--- config.mk ---
export PLATFORM = sky130hd
export DESIGN_NAME = iob_split
export DESIGN_NICKNAME = d
export VERILOG_FILES = /design/src/verilog/iob_bus_pkg.sv /design/src/verilog/iob_split.sv
export VERILOG_INCLUDE_DIRS = /design/src /design/src/verilog
export SDC_FILE = /design/constraint.sdc
export NUM_CORES = 1
export LEC_CHECK = 0
export ABC_CLOCK_PERIOD_IN_PS = 2800
export BUFFER_PORTS_ARGS = -buffer_cell sky130_fd_sc_hd__buf_2
export CORE_AREA = 2 2 102 104
export CTS_CLUSTER_SIZE = 25
export DETAILED_ROUTE_END_ITERATION = 10
export DIE_AREA = 0 0 104 106
export GPL_ROUTABILITY_DRIVEN = 0
export PLACE_DENSITY = 0.52
export SKIP_LAST_GASP = 1
export SLEW_MARGIN = 30
export SYNTH_ARGS = -nofsm -noshare
export SYNTH_HDL_FRONTEND = slang
export SYNTH_SLANG_ARGS = --single-unit
--- constraint.sdc ---
create_clock -name clk_i -period 2.8 [get_ports clk_i]
set_clock_uncertainty 0.05 [all_clocks]
set_input_delay 0.28 -clock clk_i [delete_from_list [all_inputs] [get_ports clk_i]]
set_output_delay 0.28 -clock clk_i [all_outputs]
set_load 0.03 [all_outputs]
--- src/verilog/iob_bus_defines.svh ---
`ifndef IOB_BUS_DEFINES_SVH
`define IOB_BUS_DEFINES_SVH

// native bus widths
`define IOB_DATA_W 32
`define IOB_ADDR_W 16

// one strobe bit per data byte
`define IOB_STRB_W 4

// masters sharing the bus at the top level
`define IOB_N_MASTERS 2

// sram depth in words
`define IOB_MEM_WORDS 256

`endif

--- src/verilog/iob_bus_pkg.sv ---
`default_nettype none

`include "iob_bus_defines.svh"

package iob_bus_pkg;

   typedef logic [`IOB_DATA_W-1:0] data_t;
   typedef logic [`IOB_ADDR_W-1:0] addr_t;

   // nonzero strobe means write, zero means read
   typedef logic [`IOB_STRB_W-1:0] strb_t;

   // master index of at least one bit
   typedef logic [((`IOB_N_MASTERS > 1) ? $clog2(`IOB_N_MASTERS) : 1)-1:0] midx_t;

endpackage

`default_nettype wire

--- src/verilog/iob_split.sv ---
`timescale 1ns/100ps
`default_nettype none

module iob_split
   import iob_bus_pkg::*;
(
   input  wire logic  clk_i,
   input  wire logic  rst_i,

   // upstream master bus
   input  wire logic  m_valid_i,
   input  wire addr_t m_addr_i,
   input  wire data_t m_wdata_i,
   input  wire strb_t m_wstrb_i,
   output      data_t m_rdata_o,
   output      logic  m_ready_o,

   // slave 0 is the sram
   output      logic  s0_valid_o,
   output      addr_t s0_addr_o,
   output      data_t s0_wdata_o,
   output      strb_t s0_wstrb_o,
   input  wire data_t s0_rdata_i,
   input  wire logic  s0_ready_i,

   // slave 1 is the register block
   output      logic  s1_valid_o,
   output      addr_t s1_addr_o,
   output      data_t s1_wdata_o,
   output      strb_t s1_wstrb_o,
   input  wire data_t s1_rdata_i,
   input  wire logic  s1_ready_i
);

   logic  req_sel;
   logic  sel_q;
   addr_t local_addr;

   // top address bit picks the slave
   assign req_sel    = m_addr_i[$bits(addr_t)-1];
   assign local_addr = {1'b0, m_addr_i[$bits(addr_t)-2:0]};

   assign s0_valid_o = m_valid_i & ~req_sel;
   assign s0_addr_o  = local_addr;
   assign s0_wdata_o = m_wdata_i;
   assign s0_wstrb_o = m_wstrb_i;

   assign s1_valid_o = m_valid_i & req_sel;
   assign s1_addr_o  = local_addr;
   assign s1_wdata_o = m_wdata_i;
   assign s1_wstrb_o = m_wstrb_i;

   // remember which slave owes the response
   always_ff @(posedge clk_i or posedge rst_i) begin
      if (rst_i) begin
         sel_q <= 1'b0;
      end else if (m_valid_i) begin
         sel_q <= req_sel;
      end
   end

   assign m_rdata_o = sel_q ? s1_rdata_i : s0_rdata_i;
   assign m_ready_o = sel_q ? s1_ready_i : s0_ready_i;

endmodule

`default_nettype wire

Yosys cells after proc, flatten, opt, wreduce, memory -nomap -nowiden
Index checks and enable logic that the tools add are counted.
{ "totals": {"regBits": 1, "in_bits": 121, "out_inout_bits": 139, "wordCells": 6} }
{ "op_classes": {"mux": 2, "bitwise_logic": 3} }
{ "op_table": {"columns": ["operator", "n"], "rows": [
  ["$mux 32", 1],
  ["$and 1x1->1", 2],
  ["$mux 1", 1],
  ["$not 1->1", 1]
]} }

Logic depth before layout (Yosys ltp)
{ "depth": {"word_depth": 2, "ltp_mapped": 3, "mapped_depth_nobuf": 1} }

Worst setup path after synthesis
OpenSTA, ideal clock, no wires.
{ "synth_path": {"path_kind": "register to output", "from": "register sel_q", "to": "output port m_rdata_o[10]", "arrival_ns": 0.979, "required_ns": 2.470, "setup_slack_ns": 1.491, "stages_incl_launch_ff": 4, "path_buffers": 2, "cell_sequence": "dfrtp_1 buf_6 buf_12 mux2_4"} }
{ "synth_via": {"elab_chain_len": 1} }
{ "synth_lines": {"columns": ["element", "line_no", "rtl"], "rows": [
  ["start, declared", "iob_split.sv:36", "logic sel_q;"],
  ["start signal, assigned", "iob_split.sv:58", "sel_q <= req_sel;"],
  ["$mux 32", "iob_split.sv:62", "assign m_rdata_o = sel_q ? s1_rdata_i : s0_rdata_i;"],
  ["end, declared", "iob_split.sv:15", "output data_t m_rdata_o,"]
]} }
Every way passes these cells.

Worst setup path after layout
{ "layout_path": {"from": "register sel_q", "to": "output port m_rdata_o[31]"} }
The elaborated chain is that of the path after synthesis.

==> summary.md <==
| Metric | Value |
|---|---|
| First-pass GRT wire length | `4150 um` |
| Adder-cell share of the synthesized area | `0%` |
| Post-Synthesis Cells | `147` |
| Die ar. | `roughly 11000 um^2` |
| Synthesized flop and latch total | `1` |
| Cell taking the most area after synthesis | `buf_4` |
| Critical path endpoint category | `output port` |
| Final instance area | `1250 um^2` |
| Arr. time, crit path | `1.42 ns` |
| Post-route ant nets | `0` |
| I/O Pins | `260` |
| Final number of setup-violating endpoints | `0` |
| Register Area | `26.3 um^2` |
| Number of synthesized flops with an enable pin | `0` |
| Mapped Area | `1390 um^2` |
| Int Pwr | `0.000164 W` |
| # rows | `37` |
| Vias in the first global route | `around 820` |
| Layout Nets | `269` |
| Die width | `104 um` |
| Leakage power | `between 0.7 and 0.8 nW` |
| Commonest cells in the netlist | `buf_4, mux2_4, mux2_2` |
| Net switching power | `~0.00018 W` |
| Period utilisation layout | `62.6%` |
| Area of the multi-input gates | `512 um^2` |
| Largest net degree at the start of global routing | `14` |
| XOR/XNOR Fraction of Synth Area | `0%` |
| CP required | `2.47 ns` |
| Crit-path max FO | `13` |
| WS Path Type | `flip-flop to output port` |
| Switching share of power | `52.2%` |
| Core footprint | `~10000 um^2` |
| Sequential share of power | `between 7 and 8%` |
| Via count | `832` |
| Synth unique cells | `10` |
| N_diodes | `0` |
| Initial antenna violation count | `0` |
| RSZ-0062 raised after global routing | `no` |
| Placement Cell Area | `1250 um^2` |
| Area Growth Syn to Fin | `-10.2%` |
| R2r startpoint | `sel_q$_DFFE_PP0P_` |
| Most numerous cell in the Yosys netlist | `buf_4` |
| Top FF cell, synth | `dfrtp_1` |
| Setup_tns | `0 ns` |
| Share of Yosys cell area claimed by the top area cell type | `56.2%` |
| Multiplexer area fraction after synthesis | `between 30% and 40%` |
| Share of post-route cells with drive strength above 1 | `96.6%` |
| Total iterations of the first detailed-routing run | `2` |
| DIE HEIGHT | `106 um` |
| CTS Hold Bufs | `0` |
| Via/cell ratio | `2.95` |
| Starting density of the core | `13.9%` |
| Setup Fix Bufs, Post-CTS | `0` |
| GRT Resource Usage Total | `4.55%` |
| Gate power share | `92.9%` |
| Largest cells by area after synthesis | `buf_4, mux2_4, buf_12, mux2_2, dfrtp_1` |
| Number of max-cap violations | `0` |
| Reg with most FFs | `sel_q` |
| Synth Area in Compound Gates | `0%` |
| # fillers | `1183` |
| Worst skew pair latency | `0 ns` |
| Ys async rst share | `100%` |
| Mean Syn Cell Area | `~9.4 um^2` |
| Max Slew Vio Count | `0` |
| Sequential fraction of the synthesis area | `1.80%` |
| Drt initial violations | `17` |
| Final hold vios | `0` |
| Crit path time final | `1.75 ns` |
| Maximum vdd drop | `0.0558 mV` |
| FMAX | `0.571 GHz` |
| Biggest regs | `sel_q x1` |
| Number of remaining DRC errors | `0` |
| DP Wirelength | `roughly 2700 um` |
| Largest family of logic cells by synthesized area | `buffers and inverters` |
| Critical path origin | `sel_q$_DFFE_PP0P_` |
| Max reg flops | `1` |
| GR Overflow Total | `0` |
| Power density over cell area | `roughly 280 nW/um^2` |
| YS warnings | `0` |
| Min-delay worst type | `input pin to asynchronous set/reset pin` |
| Final hold slack | `0.0664 ns` |
| Post-cts resize count | `0` |
| Clock transition at path regs | `0 ns` |
| IO Port Bufs | `104` |
| Startpoint types | `flip-flop` |
| Status | `finished, final reports clean` |
| Simple-gate share of the synthesized area | `less than 1%` |
| Routed WL | `roughly 3000 um` |
| Clock power frac | `0%` |
| WL per Instance | `10.5 um` |
-- layout by cell type (no fill, tap or decap) --
cell	count
buf_2	104
mux2_4	29
mux2_2	5
conb_1	2
buf_4	2
nor2b_1	1
and2_1	1
inv_1	1
dfrtp_2	1
-- logic make-up (layout without fill, tap and decap cells) --
| logic type | Yosys count | count (layout) |
|---|---|---|
| simple gates | 2 | 2 |
| mux | 34 | 34 |
| other cells | 1 | 2 |
| buf+inv | 109 | 107 |
| flops | 1 | 1 |
-- power groups by stage --
stage | Clock, W | Combinational [W] | Sequential [W]
CTS | 0 | 0.000325 | 0.0000246
detailed placement | 0 | 0.000324 | 0.0000245
global route | 0 | 0.000337 | 0.0000252
global placement | 0 | 0.000320 | 0.0000245
floorplan | 0 | 0.000521 | 0.0000167
finish | 0 | 0.000320 | 0.0000244
-- final timing paths --
check	cells past startpoint	slack [ns]	end
setup / recovery	3	1.05	m_rdata_o[31]
hold / removal	2	0.07	sel_q$_DFFE_PP0P_
setup reg to reg	1	1.81	sel_q$_DFFE_PP0P_
hold reg to reg	1	0.76	sel_q$_DFFE_PP0P_
max in group asynchronous	2	2.53	sel_q$_DFFE_PP0P_
min in group clk_i	2	0.50	sel_q$_DFFE_PP0P_
-- per-stage QoR --
stage	worst slack (ns)	std cells	total power, W	utilization, %
after detailed placement	1.04	282	0.000349	12.5
after global routing	0.987	282	0.000362	12.5
after CTS	1.03	282	0.000350	12.5
final	1.05	282	0.000344	12.5
after floorplan	1.49	148	0.000538	-
after global placement	1.06	282	0.000345	12.5
-- routing by layer --
layer	up-vias	track usage [%]	share of wire (%)
met5	-	0	0
met4	0	1.06	2.3
met3	18	2.27	16
met2	97	7.85	46
met1	355	5.01	36
li1	362	-	-
-- critical path, cell delays in order, from the launching register on --
cell and delay [ns]:
dfrtp_2 0.55, buf_4 0.32, mux2_2 0.37, buf_2 0.18
-- area by class of cell --
class / instances / share of cell area [%]
multi-input combinational: 38 / 41.0
tap: 136 / 13.6
sequential: 1 / 2.11
timing repair buffer: 106 / 42.9
inverter: 1 / 0.301
Power figures use the tool's default switching activity.
