### src/verilog/iob_bus_defines.svh
`ifndef IOB_BUS_DEFINES_SVH
`define IOB_BUS_DEFINES_SVH

// native bus widths
`define IOB_DATA_W 32
`define IOB_ADDR_W 16

// one strobe bit per data byte
`define IOB_STRB_W 4

// masters sharing the bus at the top level
`define IOB_N_MASTERS 2

// sram depth in words
`define IOB_MEM_WORDS 256

`endif

### src/verilog/iob_bus_pkg.sv
`default_nettype none

`include "iob_bus_defines.svh"

package iob_bus_pkg;

   typedef logic [`IOB_DATA_W-1:0] data_t;
   typedef logic [`IOB_ADDR_W-1:0] addr_t;

   // nonzero strobe means write, zero means read
   typedef logic [`IOB_STRB_W-1:0] strb_t;

   // master index of at least one bit
   typedef logic [((`IOB_N_MASTERS > 1) ? $clog2(`IOB_N_MASTERS) : 1)-1:0] midx_t;

endpackage

`default_nettype wire

### src/verilog/iob_gpio_regs.sv
`timescale 1ns/100ps
`default_nettype none

module iob_gpio_regs
   import iob_bus_pkg::*;
(
   input  wire logic  clk_i,
   input  wire logic  rst_i,
   input  wire logic  valid_i,
   input  wire addr_t addr_i,
   input  wire data_t wdata_i,
   input  wire strb_t wstrb_i,
   output      data_t rdata_o,
   output      logic  ready_o,
   output      data_t gpio_o,
   input  wire data_t gpio_i
);

   data_t      gpio_q;
   data_t      scratch_q;
   data_t      wcount_q;
   data_t      rd_word;
   logic       accept;
   logic       wr_en;
   logic [1:0] offset;

   // merge strobed bytes of a new word into an old one
   function automatic data_t merge_bytes(data_t old_w, data_t new_w, strb_t strb);
      data_t res;
      res = old_w;
      for (int b = 0; b < $bits(strb_t); b++) begin
         if (strb[b]) begin
            res[8*b +: 8] = new_w[8*b +: 8];
         end
      end
      return res;
   endfunction

   assign accept = valid_i & ~ready_o;
   assign wr_en  = accept & (|wstrb_i);
   assign offset = addr_i[3:2];

   always_comb begin
      case (offset)
         2'd0:    rd_word = gpio_q;
         2'd1:    rd_word = scratch_q;
         2'd2:    rd_word = wcount_q;
         default: rd_word = gpio_i;
      endcase
   end

   // offsets 2 and 3 are read-only, writes there only bump the counter
   always_ff @(posedge clk_i or posedge rst_i) begin
      if (rst_i) begin
         ready_o   <= 1'b0;
         gpio_q    <= '0;
         scratch_q <= '0;
         wcount_q  <= '0;
      end else begin
         ready_o <= accept;
         if (wr_en) begin
            wcount_q <= wcount_q + 1'b1;
            if (offset == 2'd0) begin
               gpio_q <= merge_bytes(gpio_q, wdata_i, wstrb_i);
            end
            if (offset == 2'd1) begin
               scratch_q <= merge_bytes(scratch_q, wdata_i, wstrb_i);
            end
         end
      end
   end

   always_ff @(posedge clk_i) begin
      if (accept) begin
         rdata_o <= rd_word;
      end
   end

   assign gpio_o = gpio_q;

endmodule

`default_nettype wire

### config.mk
export PLATFORM = sky130hd
export DESIGN_NAME = iob_gpio_regs
export DESIGN_NICKNAME = d
export VERILOG_FILES = /design/src/verilog/iob_bus_pkg.sv /design/src/verilog/iob_gpio_regs.sv
export VERILOG_INCLUDE_DIRS = /design/src /design/src/verilog
export SDC_FILE = /design/constraint.sdc
export NUM_CORES = 1
export LEC_CHECK = 0
export BUFFER_PORTS_ARGS = -buffer_cell sky130_fd_sc_hd__buf_2
export CORE_AREA = 2 2 116 118
export DETAILED_ROUTE_END_ITERATION = 8
export DIE_AREA = 0 0 118 120
export MAX_ROUTING_LAYER = met4
export PLACE_DENSITY = 0.79
export SYNTH_ARGS = -nofsm -noshare
export SYNTH_HDL_FRONTEND = slang
export SYNTH_SLANG_ARGS = --single-unit
### constraint.sdc
create_clock -name clk_i -period 4.2 [get_ports clk_i]
set_clock_uncertainty 0.2 [all_clocks]
set_input_delay 0.84 -clock clk_i [delete_from_list [all_inputs] [get_ports clk_i]]
set_output_delay 0.84 -clock clk_i [all_outputs]
set_load 0.02 [all_outputs]
After elaboration in Yosys (flattened, before gate mapping). Cells that the tools add are included.

Input port bits: 87. Output and inout port bits: 65. Flip-flop bits (word level): 129. Word-level logic and storage cells: 28.

Reduce and logical (&&, ||, !) cells: 10. Bitwise gates (word level): 3. Equality and inequality tests: 2. $add $sub $neg: 1. Mux-type cells: 1.

Operators by type and width (count): $pmux 32 s3 (1); $add 32x1->32 const B (1); $reduce_and 3->1 (8); $reduce_or 4->1 (1); $and 1x1->1 (2); $eq 2x1->1 const B (1); $eq 2x2->1 const B (1); $logic_not 2->1 (1); $not 1->1 (1).

Longest topological paths before layout.
Depth after elaboration: 4. Gate-level depth with buffers: 5.

Worst setup path before layout. OpenSTA, ideal clock, no wires.

Kind: input-to-reg. From: in valid_i. To: reg scratch_q[0]. Arrival: 2410 ps. Slack: 1465 ps. Setup time: 125 ps. Stages: 5. Buffers on the path: 0. Cell sequence: and2b_2 > nand2_4 > nor3b_4 > nand2_2 > mux2_2.

Cells in the longest elaborated chain, start to end: 3.

Ends and longest elaborated chain: start: declaration (RTL line iob_gpio_regs.sv:9) `input wire logic valid_i,`; $and 1x1->1 (RTL line iob_gpio_regs.sv:39) `assign accept = valid_i & ~ready_o;`; $and 1x1->1 (RTL line iob_gpio_regs.sv:40) `assign wr_en = accept & (|wstrb_i);`; $reduce_and 3->1 (no source line); end signal: assignment (RTL line iob_gpio_regs.sv:67) `scratch_q <= merge_bytes(scratch_q, wdata_i, wstrb_i);`; end: declaration (RTL line iob_gpio_regs.sv:20) `data_t scratch_q;`.

Every way passes these cells. A chain may end at the register's enable or synchronous reset.

Worst setup path after layout.
From: in addr_i[2]. To: reg rdata_o[15] (data pin).

Cells in the longest elaborated chain, start to end: 2. Elaborated cells between the ends (all ways): 4. Those cells by class: eq/ne (2); mux (1); reduce/logical (1).

Ends and longest elaborated chain: start: declaration (RTL line iob_gpio_regs.sv:10) `input wire addr_t addr_i,`; $eq 2x2->1, or another cell as far along (RTL line iob_gpio_regs.sv:44) `case (offset)`; $pmux 32 s3 * (RTL line iob_gpio_regs.sv:44); net rd_word[15] (RTL line iob_gpio_regs.sv:22) `data_t rd_word;`; end signal: assignment (RTL line iob_gpio_regs.sv:75) `rdata_o <= rd_word;`; end: declaration (RTL line iob_gpio_regs.sv:13) `output data_t rdata_o,`.

Mark *: on every way through the listed nets, which the timed path passes. The rest lies on a longest branch.

==> metrics.cfg <==
[run_status]
status = finished clean

[placement]
post-place-ws_ns = 1.297
dp_cells = 643
dpl.hpwl_um = 8979
finalWeightedCongestion = 0.7862
io_buffers = 137
postPlaceCellArea_um2 = 6516

[finish]
finalNonFillerCells = 675
final_core_utilization = 0.5449
syn_to_final_growth_pct = 26.07
fin_area_um2 = 7073
fillCellCount = 1093
n_antenna_cell = 0
nets = 574
drive_gt1_frac = 0.5611

[timing]
tightestPinTransition_ns = 0.7494
fmax_ghz = 0.4166
layout_setup_ws_ns = 1.800
finalCriticalPeriod_ns = 2.400
finalHoldViolCount = 0
maxSlewViolCount = 0
whs_ns = 0.2439
post-route-period-util = 0.5715
rsz0062_at_grt = no
setup_viol = 0
max_slew_margin = 0.4965
setup_tns_ns = 0

[die]
initial_core_util = 0.4322
die_h_um = 120
fp.dieW_um = 118
dieArea_um2 = 14160
num_rows = 42
core-area_um2 = 12980
ios = 152

[run]
max_cap_violations = 0

[synthesis]
syn_area_um2 = 5610
synth-edff-count = 32
syn_area_per_cell_um2 = 16.85
yosysSeqAreaShare = 0.6039
yosys_register_bits = 129
synth-warning-count = 0
postSynthCellCount = 333
synth_commonest_cells = 97 x dfrtp_1, 62 x mux2_2, 32 x edfxtp_1, 32 x mux4_2, 25 x xnor2_1
synth_top_flop_cell = dfrtp_1
synth.distinct_cells = 26
ys_top_cells_by_area = dfrtp_1 43%, edfxtp_1 17%, mux4_2 13%
synth_nets = 421
synth.most_common_cell = dfrtp_1
synth_top_cell_by_area = dfrtp_1
async_flop_share = 0.7519
yosysTopAreaCellShare = 0.4326

[clocking]
post_cts_buffers = 0
clockRootBuffer = clkbuf_16
cts_inserted_buffers = 17
h-tree-depth = 4
clock_latency_ns = 0.41
clockBufferDepth = 2
hold_buffers = 0
path_clk_slew_ns = 0.05
clock-sinks = 129
cts_tree = done
cts_repair_resize_count = 0

[critical_path]
critPathKind = in2reg
rr_startpoint = wcount_q[0]
cp_max_fo = 18
rr_worst_depth = 5
r2r-end = wcount_q[14]
reg2reg_slack_ns = 1.97
critPathLaunchType = input port
end_kind = register
arrival_ns = 2.35
cp.required_ns = 4.15

[global_routing]
grt_pass1_wl_um = 20510
grt_usage = 0.1987
overflow = 0
antenna_found_initial = 0
grt_max_degree = 37
grt_pass1_vias = 3804

[route]
wire_per_inst_um = 18.44
drcViolationCount = 0
num_vias = 3515
routed_wl_um = 12450
viasPerCell = 5.207
postRouteAntennaNets = 0
dr.pass1.iters = 4
drt-initial-drc-count = 151

[power_and_ir_drop]
p_total_mw = 3.728
cellPowerDensity_nw_per_um2 = 527.1
p_leak_nw = 3.161
ir_drop_mv = 0.2750

[hold_path]
hp-class = in2async

[critical path, stage by stage]
cell and delay, ns:
buf_2 0.52, buf_4 0.42, mux4_2 0.56
[report_power, final]
| part | leakage (nW) | switching, mW | total, mW | internal [mW] |
|---|---|---|---|---|
| Clock | 0.274 | 0.500 | 1.37 | 0.872 |
| Sequential | 1.54 | 0.149 | 1.68 | 1.53 |
| Combinational | 1.35 | 0.336 | 0.679 | 0.343 |
| Total | 3.16 | 0.984 | 3.73 | 2.74 |
[per-layer routing]
layer  wire length (um)  track usage  up-vias  part of all wire
met5                  0            -        -                 0
met4                269      0.08283        0             0.022
met3                471      0.04515       20             0.038
met2               6527       0.3296      100              0.52
met1               5176       0.2360     1819              0.42
li1                   -            -     1576                 -
[worst max-delay path by stage]
stage / slack (ns) / to / start
6_report: 1.80 / rdata_o[15] / addr_i[2]
5_1_grt: 1.67 / rdata_o[15] / addr_i[2]
4_1_cts: 1.74 / rdata_o[15] / addr_i[2]
3_3_place_gp: 1.34 / rdata_o[16] / addr_i[2]
3_5_place_dp: 1.30 / rdata_o[15] / addr_i[2]
2_1_floorplan: 0.63 / gpio_o[0] / rst_i
[sequential cells by signal (all words and copies together) (netlist names)]
register   cells
gpio_o        32
rdata_o       32
ready_o        1
scratch_q     32
wcount_q      32
[kinds of logic after synthesis]
kind of cell	count (synthesis)	share of synthesized area
flip-flops	129	0.6039
multiplexers	97	0.2589
AND/OR/NAND/NOR	66	0.07872
XOR/XNOR	31	0.04839
buffers and inverters	9	0.007805
adder cells (fa/ha/maj)	1	0.002230
[final cells by class]
class                   count  area [um2]  area share
multi-input cells         195        2178      0.3080
clock buffers              26       499.2     0.07058
well taps                 176       220.2     0.03113
flip-flops and latches    129        3388      0.4790
clock inverters             6       57.56    0.008137
repair buffers            142       723.2      0.1022
inverters                   1       6.256   0.0008845
[placed cells by master (no fill, tap or decap), drive strengths merged]
master	n
edfxtp	32
and2b	1
xnor2	25
buf	142
ha	1
mux4	32
nor2	4
nand3	14
and4	4
and3	3
clkinv	4
dfrtp	97
nand4	7
nor4	2
inv	1
clkbuf	26
bufinv	1
mux2	65
nand2	23
nor3b	1
or4	1
nor3	4
clkinvlp	1
xor2	6
and2	2
Note: power is estimated with default switching activity, not from simulation.
