===== config.mk =====
export PLATFORM = sky130hd
export DESIGN_NAME = iob_merge
export DESIGN_NICKNAME = d
export VERILOG_FILES = /design/src/verilog/iob_bus_pkg.sv /design/src/verilog/iob_merge.sv
export VERILOG_INCLUDE_DIRS = /design/src /design/src/verilog
export SDC_FILE = /design/constraint.sdc
export NUM_CORES = 1
export LEC_CHECK = 0
export BUFFER_PORTS_ARGS = -buffer_cell sky130_fd_sc_hd__clkbuf_2
export CAP_MARGIN = 30
export CORE_AREA = 2 2 101 103
export CTS_CLUSTER_DIAMETER = 150
export DETAILED_ROUTE_END_ITERATION = 8
export DIE_AREA = 0 0 103 105
export REMOVE_ABC_BUFFERS = 1
export SLEW_MARGIN = 10
export SYNTH_ARGS = -nofsm -noshare
export SYNTH_HDL_FRONTEND = slang
export SYNTH_SLANG_ARGS = --single-unit

===== constraint.sdc =====
create_clock -name clk_i -period 1.7 [get_ports clk_i]
set_input_delay 0.085 -clock clk_i [delete_from_list [all_inputs] [get_ports clk_i]]
set_output_delay 0.085 -clock clk_i [all_outputs]
set_load 0.03 [all_outputs]

===== src/verilog/iob_bus_defines.svh =====
`ifndef IOB_BUS_DEFINES_SVH
`define IOB_BUS_DEFINES_SVH

// native bus widths
`define IOB_DATA_W 32
`define IOB_ADDR_W 16

// one strobe bit per data byte
`define IOB_STRB_W 4

// masters sharing the bus at the top level
`define IOB_N_MASTERS 2

// sram depth in words
`define IOB_MEM_WORDS 256

`endif


===== src/verilog/iob_bus_pkg.sv =====
`default_nettype none

`include "iob_bus_defines.svh"

package iob_bus_pkg;

   typedef logic [`IOB_DATA_W-1:0] data_t;
   typedef logic [`IOB_ADDR_W-1:0] addr_t;

   // nonzero strobe means write, zero means read
   typedef logic [`IOB_STRB_W-1:0] strb_t;

   // master index of at least one bit
   typedef logic [((`IOB_N_MASTERS > 1) ? $clog2(`IOB_N_MASTERS) : 1)-1:0] midx_t;

endpackage

`default_nettype wire


===== src/verilog/iob_merge.sv =====
`timescale 1ns/100ps
`default_nettype none

module iob_merge
   import iob_bus_pkg::*;
#(
   parameter int N_MASTERS = 2
) (
   input  wire logic                    clk_i,
   input  wire logic                    rst_i,

   // master side with one slot per master
   input  wire logic  [N_MASTERS-1:0]   m_valid_i,
   input  wire addr_t [N_MASTERS-1:0]   m_addr_i,
   input  wire data_t [N_MASTERS-1:0]   m_wdata_i,
   input  wire strb_t [N_MASTERS-1:0]   m_wstrb_i,
   output      data_t [N_MASTERS-1:0]   m_rdata_o,
   output      logic  [N_MASTERS-1:0]   m_ready_o,

   // shared slave side
   output      logic                    s_valid_o,
   output      addr_t                   s_addr_o,
   output      data_t                   s_wdata_o,
   output      strb_t                   s_wstrb_o,
   input  wire data_t                   s_rdata_i,
   input  wire logic                    s_ready_i
);

   logic  lock_q;
   midx_t sel_q;
   midx_t grant;

   // highest index wins while unlocked, otherwise hold the locked master
   always_comb begin
      grant = sel_q;
      if (!lock_q) begin
         grant = '0;
         for (int k = 0; k < N_MASTERS; k++) begin
            if (m_valid_i[k]) begin
               grant = midx_t'(k);
            end
         end
      end
   end

   // forward the granted request
   assign s_valid_o = m_valid_i[grant];
   assign s_addr_o  = m_addr_i[grant];
   assign s_wdata_o = m_wdata_i[grant];
   assign s_wstrb_o = m_wstrb_i[grant];

   // lock on forward, release the cycle after the slave answers
   always_ff @(posedge clk_i or posedge rst_i) begin
      if (rst_i) begin
         lock_q <= 1'b0;
         sel_q  <= '0;
      end else if (lock_q) begin
         if (s_ready_i) begin
            lock_q <= 1'b0;
         end
      end else begin
         sel_q  <= grant;
         lock_q <= s_valid_o;
      end
   end

   // response only reaches the locked master
   always_comb begin
      m_rdata_o = '0;
      m_ready_o = '0;
      m_rdata_o[sel_q] = s_rdata_i;
      m_ready_o[sel_q] = s_ready_i & lock_q;
   end

endmodule

`default_nettype wire


# == After elaboration in Yosys (flattened, before gate mapping) ==
# Index checks and enable logic that the tools add are counted.
# word_totals
reg_bits,2
latchBits,0
mem_bits_rw,0
mem_bits_ro,0
input_bits,141
output_inout_bits,119
word_cells,25
mem_count,0
# classes
addsub,0
multipliers,0
div,0
n_lt_le_gt_ge,3
n_eq_ne,0
n_shift,0
n_mux,16
bitwise_logic,3
n_reduce_logical,1
# ops
op,n
$mux 32,3
$and 64x64->64,1
$demux 32 s1,1
$mux 16,2
$mux 4,2
$mux 1,7
$lt 1x2->1 const B,2
$and 2x2->2,1
$and 1x1->1,1
$demux 1 s1,1
$ge 1x1->1 const B,1
$logic_and 1x1->1,1

# == Logic depth before layout (Yosys ltp) ==
# Gate-level depths: netlist of the first run.
# depth
ltp_word,5
mapped_depth,3
depth_no_buf,2

# == Least setup slack after synthesis of the first run ==
# No wires, ideal clock.
# synth_path
path_type,flip-flop to output port
startpoint,reg lock_q
endpoint,out s_addr_o[0]
arrival_ns,1.388
required_ns,1.615
slack_ns,0.227
stages_incl_launch_ff,4
path_buffers,1
path_cell_list,dfrtp_1 -> mux2i_4 -> buf_6 -> mux2_4
# synth_between
elab_chain_cells,3
# synth_lines
element,line_no,rtl
from (decl),iob_merge.sv:29,logic lock_q;
from (signal assigned),iob_merge.sv:63,lock_q <= s_valid_o;
$mux 1,iob_merge.sv:36,if (!lock_q) begin
$mux 16 (not written as such) (2 in series),iob_merge.sv:48,assign s_addr_o = m_addr_i[grant];
to (decl),iob_merge.sv:22,"output addr_t s_addr_o,"
# No other way between the ends. The select of a mux whose other input is x is not followed.

# == Worst setup path in the final report of the first run ==
# layout_path
startpoint,reg lock_q
endpoint,out s_addr_o[4]
# The elaborated chain is that of the path after synthesis.

==> metrics.yaml, run 1 <==
run_status:
  status: "complete, but fails checks"
  violations: "setup timing"
timing:
  hold_viol: 0
  fin_worst_skew_ps: 5.140
  finalCritPeriodShare_pct: 106.2
  rsz0062_at_grt: "yes"
  fin_ws_ps: -105.5
  max_slew_margin_pct: 75.80
  fin_crit_ps: 1806
  max_freq_mhz: 553.9
  setup_viol: 52
  maxSlewViolCount: 0
  max_slew.worst_pin.slew_ps: 363.0
grt:
  grt_max_degree: 68
  overflow: 0
  grt_pass1_wl_um: 9735
  antenna_found_initial: 0
  grt_pass1_vias: 1969
  grt_use_total_pct: 11.38
clocking:
  clock-sinks: 2
  clock_latency_ps: 210
  cts_buffers: 3
  cts-root-buf: "clkbuf_8"
  h-tree-depth: 1
  clkTransAtPathRegs_ps: 30
  clock_path_buffers: 2
  cts_tree: "built"
drt:
  wire_per_inst_um: 13.09
  drcViolationCount: 0
  vias_per_cell: 3.784
  drt_wl_total_um: 7094
  drtAntennaViolNets: 0
  drt_iter0_markers: 51
  first_pass_iters: 4
  vias: 2051
synthesis:
  synth_top_cell_area_share_pct: 53.50
  avgSynthCellArea_um2: 9.822
  synth_area_um2: 1375
  ys_seq_area_share_pct: 3.640
  syn_inst: 140
  synth.distinct_cells: 16
  synthTopCellsByArea: "mux2_4, and2_1, nor2b_1, buf_6, dfrtp_1"
  synth_top_area_cell: "mux2_4"
  yosysWarnings: 0
  ys_seq_elements: 2
placement:
  placed_area_um2: 2878
  dp_worst_setup_slack_ps: 38.18
  io_buffer_count: 259
  gp_congestion: 0.8092
  dp_hpwl_um: 6230
final_layout:
  regArea_um2: 51.30
  n_fill_cell: 1008
  fin_area_um2: 3418
  n_antenna_cell: 0
  layout-drive-gt1-share_pct: 81.42
  fin_util_pct: 35.46
  layout_common_cells: "clkbuf_2, mux2_4, and2_1, nor2b_1, clkbuf_8"
  final_common_cell: "clkbuf_2"
  syn_to_final_growth_pct: 148.6
  multiInputGateArea_um2: 1234
  final_nets: 551
pwr:
  seqPwrFrac_pct: 2.3
  leakagePower_nw: 1.991
  swShare_pct: 50.58
  share_comb_of_total_power_pct: 90.7
  p_sw_mw: 1.441
  power_density_nw_per_um2: 833.4
  intPower_mw: 1.408
  power_frac_clock_pct: 7.0
  ir_worst_vdd_mv: 0.4115
critical_path:
  crit_path_top_delay_cell: "dfrtp_1"
  startpoint: "lock_q"
  cp.depth: 5
  reg2reg_depth: 4
  critical_path.top_delay_family: "multiplexers"
  start_kind: "flop"
  r2r_slack_ps: 550
  path_cells: "mux2i_4 -> buf_12 -> buf_4 -> mux2_4 -> clkbuf_4"
  worst-path-max-fanout: 11
  critPathCapture: "s_addr_o[4]"
  reg2reg_from: "lock_q"
  worstReg2RegEnd: "sel_q"
  end_kind: "output pin"
  required_ps: 1620
  slowest_delay_ps: 390
  cp_num_buf_inv: 3
  critPathKind: "reg -> out"
  cp_data_arrival_time_ps: 1720
die:
  die-height_um: 105
  fp.coreArea_um2: 9639
  dieArea_um2: 10820
  fp.dieW_um: 103
  start_util_pct: 14.27
  rows: 36
  ioPinCount: 260
job:
  drv_cap: 0
min_path:
  hp-class: "in -> reg"
## flip-flops by register name, summed over array words and instances (netlist names)
| register | flops |
|---|---|
| sel_q | 1 |
| lock_q | 1 |
## metrics by stage
stage / hold slack [ps] / std cells / setup TNS (ps) / power (mW)
finish: 130.6 / 542 / -2793 / 2.849
detailed placement: -72.96 / 533 / 0 / 2.271
CTS: 135.2 / 540 / -3964 / 2.756
global placement: -75.00 / 533 / 0 / 2.249
floorplan: -173.8 / 128 / -72890 / 1.570
global route: 146.9 / 542 / -5511 / 2.993
## final cells by class
class | instances | share of cell area, %
Clock buffer | 4 | 1.318
Multi-Input combinational cell | 124 | 36.09
Timing Repair Buffer | 277 | 56.00
Tap cell | 133 | 4.868
Sequential cell | 2 | 1.501
Inverter | 2 | 0.2196
## logic make-up (layout without fill, tap and decap cells)
group,after synthesis,after routing,synth area share [%]
AOI/OAI and AO/OA,2,2,1.001
buffers and inverters,14,283,6.642
DFF,2,2,3.640
muxes,54,54,58.33
and+or+nand+nor,68,68,30.39
## per-layer routing
metal | vias to the layer above | routed length, um | track usage (%)
li1 | 1005 | - | -
met1 | 884 | 2522 | 12.56
met2 | 158 | 3814 | 22.87
met3 | 4 | 721 | 1.605
met4 | 0 | 36 | 1.128
met5 | - | 0 | 0
## power groups by stage
stage	clock [mW]	sequential, mW	combinational (mW)
6_report	0.200	0.0647	2.58
5_1_grt	0.211	0.0663	2.72
4_1_cts	0.207	0.0641	2.48
3_5_place_dp	0	0.0646	2.21
3_3_place_gp	0	0.0643	2.19
2_1_floorplan	0	0.111	1.46
## cells in the mapped netlist
master,instances
o31a_1,1
a21oi_1,1
mux2i_4,1
clkbuf_1,6
inv_1,2
and3_1,1
mux2_2,3
buf_6,5
buf_2,1
nor2_1,2
dfrtp_1,2
mux2_4,49
nand2_1,1
and2_1,32
nor2b_1,32
mux2i_1,1
## what timing repair did
item	4_1_cts	5_1_grt
endpoints found under the setup margin	50	53
endpoints found under the hold margin	2	0
hold buffers	1	0
resized for setup	86	45
cloned	1	1
setup buffers	1	1
## worst min path at each step
stage	from	end	slack, ps	cells after the start
floorplan	rst_i	lock_q	-170	1
global placement	rst_i	lock_q	-80	2
detailed placement	rst_i	lock_q	-70	2
CTS	m_valid_i[0]	lock_q	140	2
global route	m_valid_i[0]	lock_q	150	2
finish	m_valid_i[0]	lock_q	130	2
No activity file was read; power rests on OpenSTA's default activity.
==> inputs of run 2 (changes only) <==
ABC_AREA = 1   (was default)
CORE_AREA = 2 2 100 102   (was 2 2 101 103)
DIE_AREA = 0 0 102 104   (was 0 0 103 105)
==> metrics.yaml, run 2 <==
timing:
  setup_viol: 0
  hold_viol: 0
  rsz0062_at_grt: "no"
  finalCritPeriodShare_pct: 89.48
  max_freq_mhz: 657.4
  max_slew.worst_pin.slew_ps: 248.9
  fin_worst_skew_ps: 8.353
  maxSlewViolCount: 0
  max_slew_margin_pct: 83.41
  fin_crit_ps: 1521
clocking:
  clkTransAtPathRegs_ps: 30
  clock_path_buffers: 2
  cts_tree: "built"
  clock-sinks: 2
  cts_buffers: 3
  h-tree-depth: 1
  cts-root-buf: "clkbuf_8"
  clock_latency_ps: 220
  ctsResizeCount: 0
synthesis:
  synth_edf_count: 0
  synthTopCellsByArea: "nand3_1, nand2_1, inv_1, nor2_1, buf_2"
  netlist_top_cells_count: "nand3_1, nand2_1, inv_1"
  ys_seq_elements: 2
  ys.flop_type: "dfrtp_1"
  avgSynthCellArea_um2: 4.423
  synth_top_cell_area_share_pct: 35.90
  yosysMostFrequentCell: "nand3_1"
  synth_top_area_cell: "nand3_1"
  ys_seq_area_share_pct: 3.419
  synth_area_um2: 1464
  synth.distinct_cells: 11
  ys_async_sr_fraction_pct: 100.0
  yosysWarnings: 0
  syn_inst: 331
final_layout:
  final_cells: 709
  syn_to_final_growth_pct: 102.6
  fin_util_pct: 31.07
  final_nets: 718
  layout-drive-gt1-share_pct: 47.92
  layout_common_cells: "clkbuf_2, nand3_1, nand2_1"
  final_common_cell: "clkbuf_2"
  n_antenna_cell: 0
  top_regs: "lock_q: 1 flops, sel_q: 1 flops"
grt:
  grt_pass1_wl_um: 12040
  overflow: 0
  grt_pass1_vias: 2523
  grt_use_total_pct: 14.12
  grt_max_degree: 66
  antenna_found_initial: 0
drt:
  vias: 2880
  wire_per_inst_um: 11.50
  drtAntennaViolNets: 0
  vias_per_cell: 4.062
  drt_iter0_markers: 150
  m1WireLength_um: 3139
  highest_layer: "met4"
  first_pass_iters: 4
  drt_wl_total_um: 8153
  route.met2.wl_um: 4062
  drcViolationCount: 0
  wl_met3_um: 807
placement:
  gp_congestion: 0.8175
  place_inst: 704
  dp_hpwl_um: 6750
  io_buffer_count: 259
critical_path:
  required_ps: 1620
  end_kind: "output pin"
  slowest_delay_ps: 390
  critPathKind: "reg -> out"
  cp_data_arrival_time_ps: 1440
  critical_path.top_delay_family: "buffers and inverters"
  cp_num_buf_inv: 3
  crit_path_top_delay_cell: "dfrtp_2"
  worst-path-max-fanout: 20
  path_cells: "inv_1 -> nand2_2 -> buf_4 -> nand3_1 -> nand2_1 -> clkbuf_2"
  start_kind: "flop"
die:
  fp.dieW_um: 102
  die-height_um: 104
  dieArea_um2: 10610
  rows: 36
  ioPinCount: 260
  fp.coreArea_um2: 9549
  start_util_pct: 15.33
pwr:
  p_total_mw: 2.438
  ir_worst_vdd_mv: 0.3221
  power_density_nw_per_um2: 821.8
  leakagePower_nw: 2.272
run_status:
  status: "complete, no violations"
min_path:
  hp-class: "in -> reg"
job:
  drv_cap: 0
run 2: tightest hold or removal path, cell delays in order:
cell	delay, ps
clkbuf_2	90
nor2_1	40
nor2_1	100
run 2: cells by family (layout without fill, tap and decap cells):
family	Yosys count	count (layout)	synth area share (%)
DFF	2	2	3.419
and+or+nand+nor	233	233	69.23
buffers and inverters	96	341	27.35
run 2: stage by stage:
stage / setup TNS, ps / area [um2] / setup WS (ps) / hold slack (ps)
floorplan: -71410 / 1323 / -1287 / -173.8
global placement: 0 / 2912 / 434.8 / -81.53
detailed placement: 0 / 2912 / 420.6 / -79.98
CTS: 0 / 2967 / 177.8 / 154.6
global route: 0 / 2967 / 55.57 / 186.1
finish: 0 / 2967 / 178.8 / 157.4
run 2: cell type report:
| type | count | area (um2) |
|---|---|---|
| Fill cell | 1144 | 6583 |
| Clock buffer | 4 | 45.04 |
| Timing Repair Buffer | 268 | 1429 |
| Tap cell | 133 | 166.4 |
| Multi-Input combinational cell | 233 | 1016 |
| Inverter | 69 | 259.0 |
| Sequential cell | 2 | 51.30 |
run 2: path summary, 6_finish.rpt:
kind                                 end          from  slack (ps)  cells after the start
min                               lock_q  m_valid_i[0]         160                      3
min in group asynchronous          sel_q         rst_i         270                      3
min reg2reg                       lock_q        lock_q         660                      3
max                        s_wdata_o[30]         sel_q         180                      6
max reg2reg                       lock_q        lock_q         670                      5
max in group asynchronous          sel_q         rst_i        1320                      3
run 2: metal layers:
| metal | vias to the layer above | GRT usage [%] |
|---|---|---|
| li1 | 1492 | - |
| met1 | 1198 | 15.36 |
| met2 | 178 | 26.93 |
| met3 | 12 | 2.554 |
| met4 | 0 | 4.286 |
| met5 | - | 0 |
run 2: where the power goes:
| part | internal, mW | switching (mW) | total, mW |
|---|---|---|---|
| logic | 0.646 | 1.52 | 2.17 |
| clock network | 0.160 | 0.0445 | 0.204 |
| registers | 0.0558 | 0.00999 | 0.0658 |
| total | 0.861 | 1.58 | 2.44 |
run 2: timing repair:
item,4_1_cts,5_1_grt
hold buffers,1,0
endpoints found under the setup margin,0,0
buffers inserted,0,0
hold endpoints to repair,2,0
==> inputs of run 3 (changes only) <==
==> constraint.sdc (replaced) <==
create_clock -name clk_i -period 1.7 [get_ports clk_i]
set_input_delay 0.17 -clock clk_i [delete_from_list [all_inputs] [get_ports clk_i]]
set_output_delay 0.17 -clock clk_i [all_outputs]
set_load 0.03 [all_outputs]
==> metrics.yaml, run 3 (same netlist as run 2, synthesis figures left out) <==
placement:
  placed_area_um2: 2912
  place_inst: 704
  dp_hpwl_um: 6745
  io_buffer_count: 259
  gp_congestion: 0.8174
pwr:
  p_sw_mw: 1.580
  leakagePower_nw: 2.273
  share_comb_of_total_power_pct: 89.0
  intPower_mw: 0.8641
  seqPwrFrac_pct: 2.7
  power_frac_clock_pct: 8.3
  swShare_pct: 64.64
  p_total_mw: 2.444
  power_density_nw_per_um2: 822.8
  ir_worst_vdd_mv: 0.2941
drt:
  drt_iter0_markers: 95
  drcViolationCount: 0
  drtAntennaViolNets: 0
  vias: 2882
  drt_wl_total_um: 8211
  wire_per_inst_um: 11.58
  first_pass_iters: 5
  vias_per_cell: 4.065
min_path:
  hp-class: "in -> reg"
critical_path:
  worst-path-max-fanout: 54
  cp_data_arrival_time_ps: 1420
  required_ps: 1530
  end_kind: "output pin"
  critPathKind: "reg -> out"
  start_kind: "flop"
grt:
  grt_pass1_vias: 2534
  overflow: 0
  grt_use_total_pct: 14.34
  antenna_found_initial: 0
  grt_pass1_wl_um: 12230
  grt_max_degree: 66
die:
  fp.coreArea_um2: 9549
  start_util_pct: 15.33
  ioPinCount: 260
  dieArea_um2: 10610
  rows: 36
  die-height_um: 104
  fp.dieW_um: 102
run_status:
  status: "complete, no violations"
clocking:
  clkTransAtPathRegs_ps: 30
  cts_buffers: 3
  cts_setup_buffers: 0
  cts_tree: "built"
  cts-root-buf: "clkbuf_8"
  clock_latency_ps: 210
  clock_path_buffers: 2
  h-tree-depth: 1
  clock-sinks: 2
timing:
  maxSlewViolCount: 0
  setup_viol: 0
  finalCritPeriodShare_pct: 93.63
  hold_slack_ps: 234.7
  setup_tns_ps: 0
  max_slew_margin_pct: 82.91
  max_slew.worst_pin.slew_ps: 256.3
  rsz0062_at_grt: "no"
  fin_crit_ps: 1592
  fin_worst_skew_ps: 1.046
  hold_viol: 0
  max_freq_mhz: 628.3
final_layout:
  final_cells: 709
  layout_common_cells: "clkbuf_2, nand3_1, nand2_1"
  final_nets: 718
  top_regs: "lock_q: 1 flops, sel_q: 1 flops"
  n_antenna_cell: 0
  final_common_cell: "clkbuf_2"
  layout-drive-gt1-share_pct: 47.92
  syn_to_final_growth_pct: 102.9
  fin_area_um2: 2970
job:
  drv_cap: 0
## run 3: final cells by class
type,count,area [um2]
clock buffers,4,45.04
fillers,1129,6579
inverters,69,259.0
multi-input cells,233,1016
flip-flops and latches,2,51.30
well taps,133,166.4
repair buffers,268,1433
## run 3: what timing repair did
item,4_1_cts,5_1_grt
hold buffers,1,0
hold endpoints to repair,2,0
gates resized for setup,0,1
endpoints found under the setup margin,0,4
## run 3: through the flow
step | utilization (%) | setup slack [ps]
3_3_place_gp | 30.49 | 349.1
3_5_place_dp | 30.49 | 319.8
4_1_cts | 31.07 | 85.99
6_report | 31.11 | 108.3
5_1_grt | 31.11 | 0.1297
2_1_floorplan | - | -1372
## run 3: worst paths after layout
check / end / from / cells past startpoint / slack, ps
setup / recovery: s_wdata_o[30] / lock_q / 5 / 110
hold / removal: lock_q / m_valid_i[0] / 3 / 230
hold reg to reg: lock_q / lock_q / 3 / 680
min in group asynchronous: sel_q / rst_i / 3 / 350
max in group asynchronous: sel_q / rst_i / 3 / 1230
setup reg to reg: lock_q / lock_q / 5 / 690
## run 3: metal layers
layer	vias up	wire, um	track usage, %
met5	-	0	0
met3	2	803	2.487
met1	1224	3097	15.20
met4	0	41	3.238
li1	1492	-	-
met2	164	4269	28.43
## run 3: power by group through the flow
| stage | combinational (mW) | clock, mW | sequential [mW] |
|---|---|---|---|
| after global placement | 2.19 | 0 | 0.0659 |
| after detailed placement | 2.19 | 0 | 0.0662 |
| after global routing | 2.36 | 0.218 | 0.0675 |
| final | 2.17 | 0.204 | 0.0658 |
| after floorplan | 1.36 | 0 | 0.111 |
| after CTS | 2.20 | 0.211 | 0.0657 |
## run 3: critical path: stages (launching register included)
cell      delay (ps)
dfrtp_1          410
nand2_2          110
buf_12           230
nand3_1          120
nand2_1           90
clkbuf_2         210
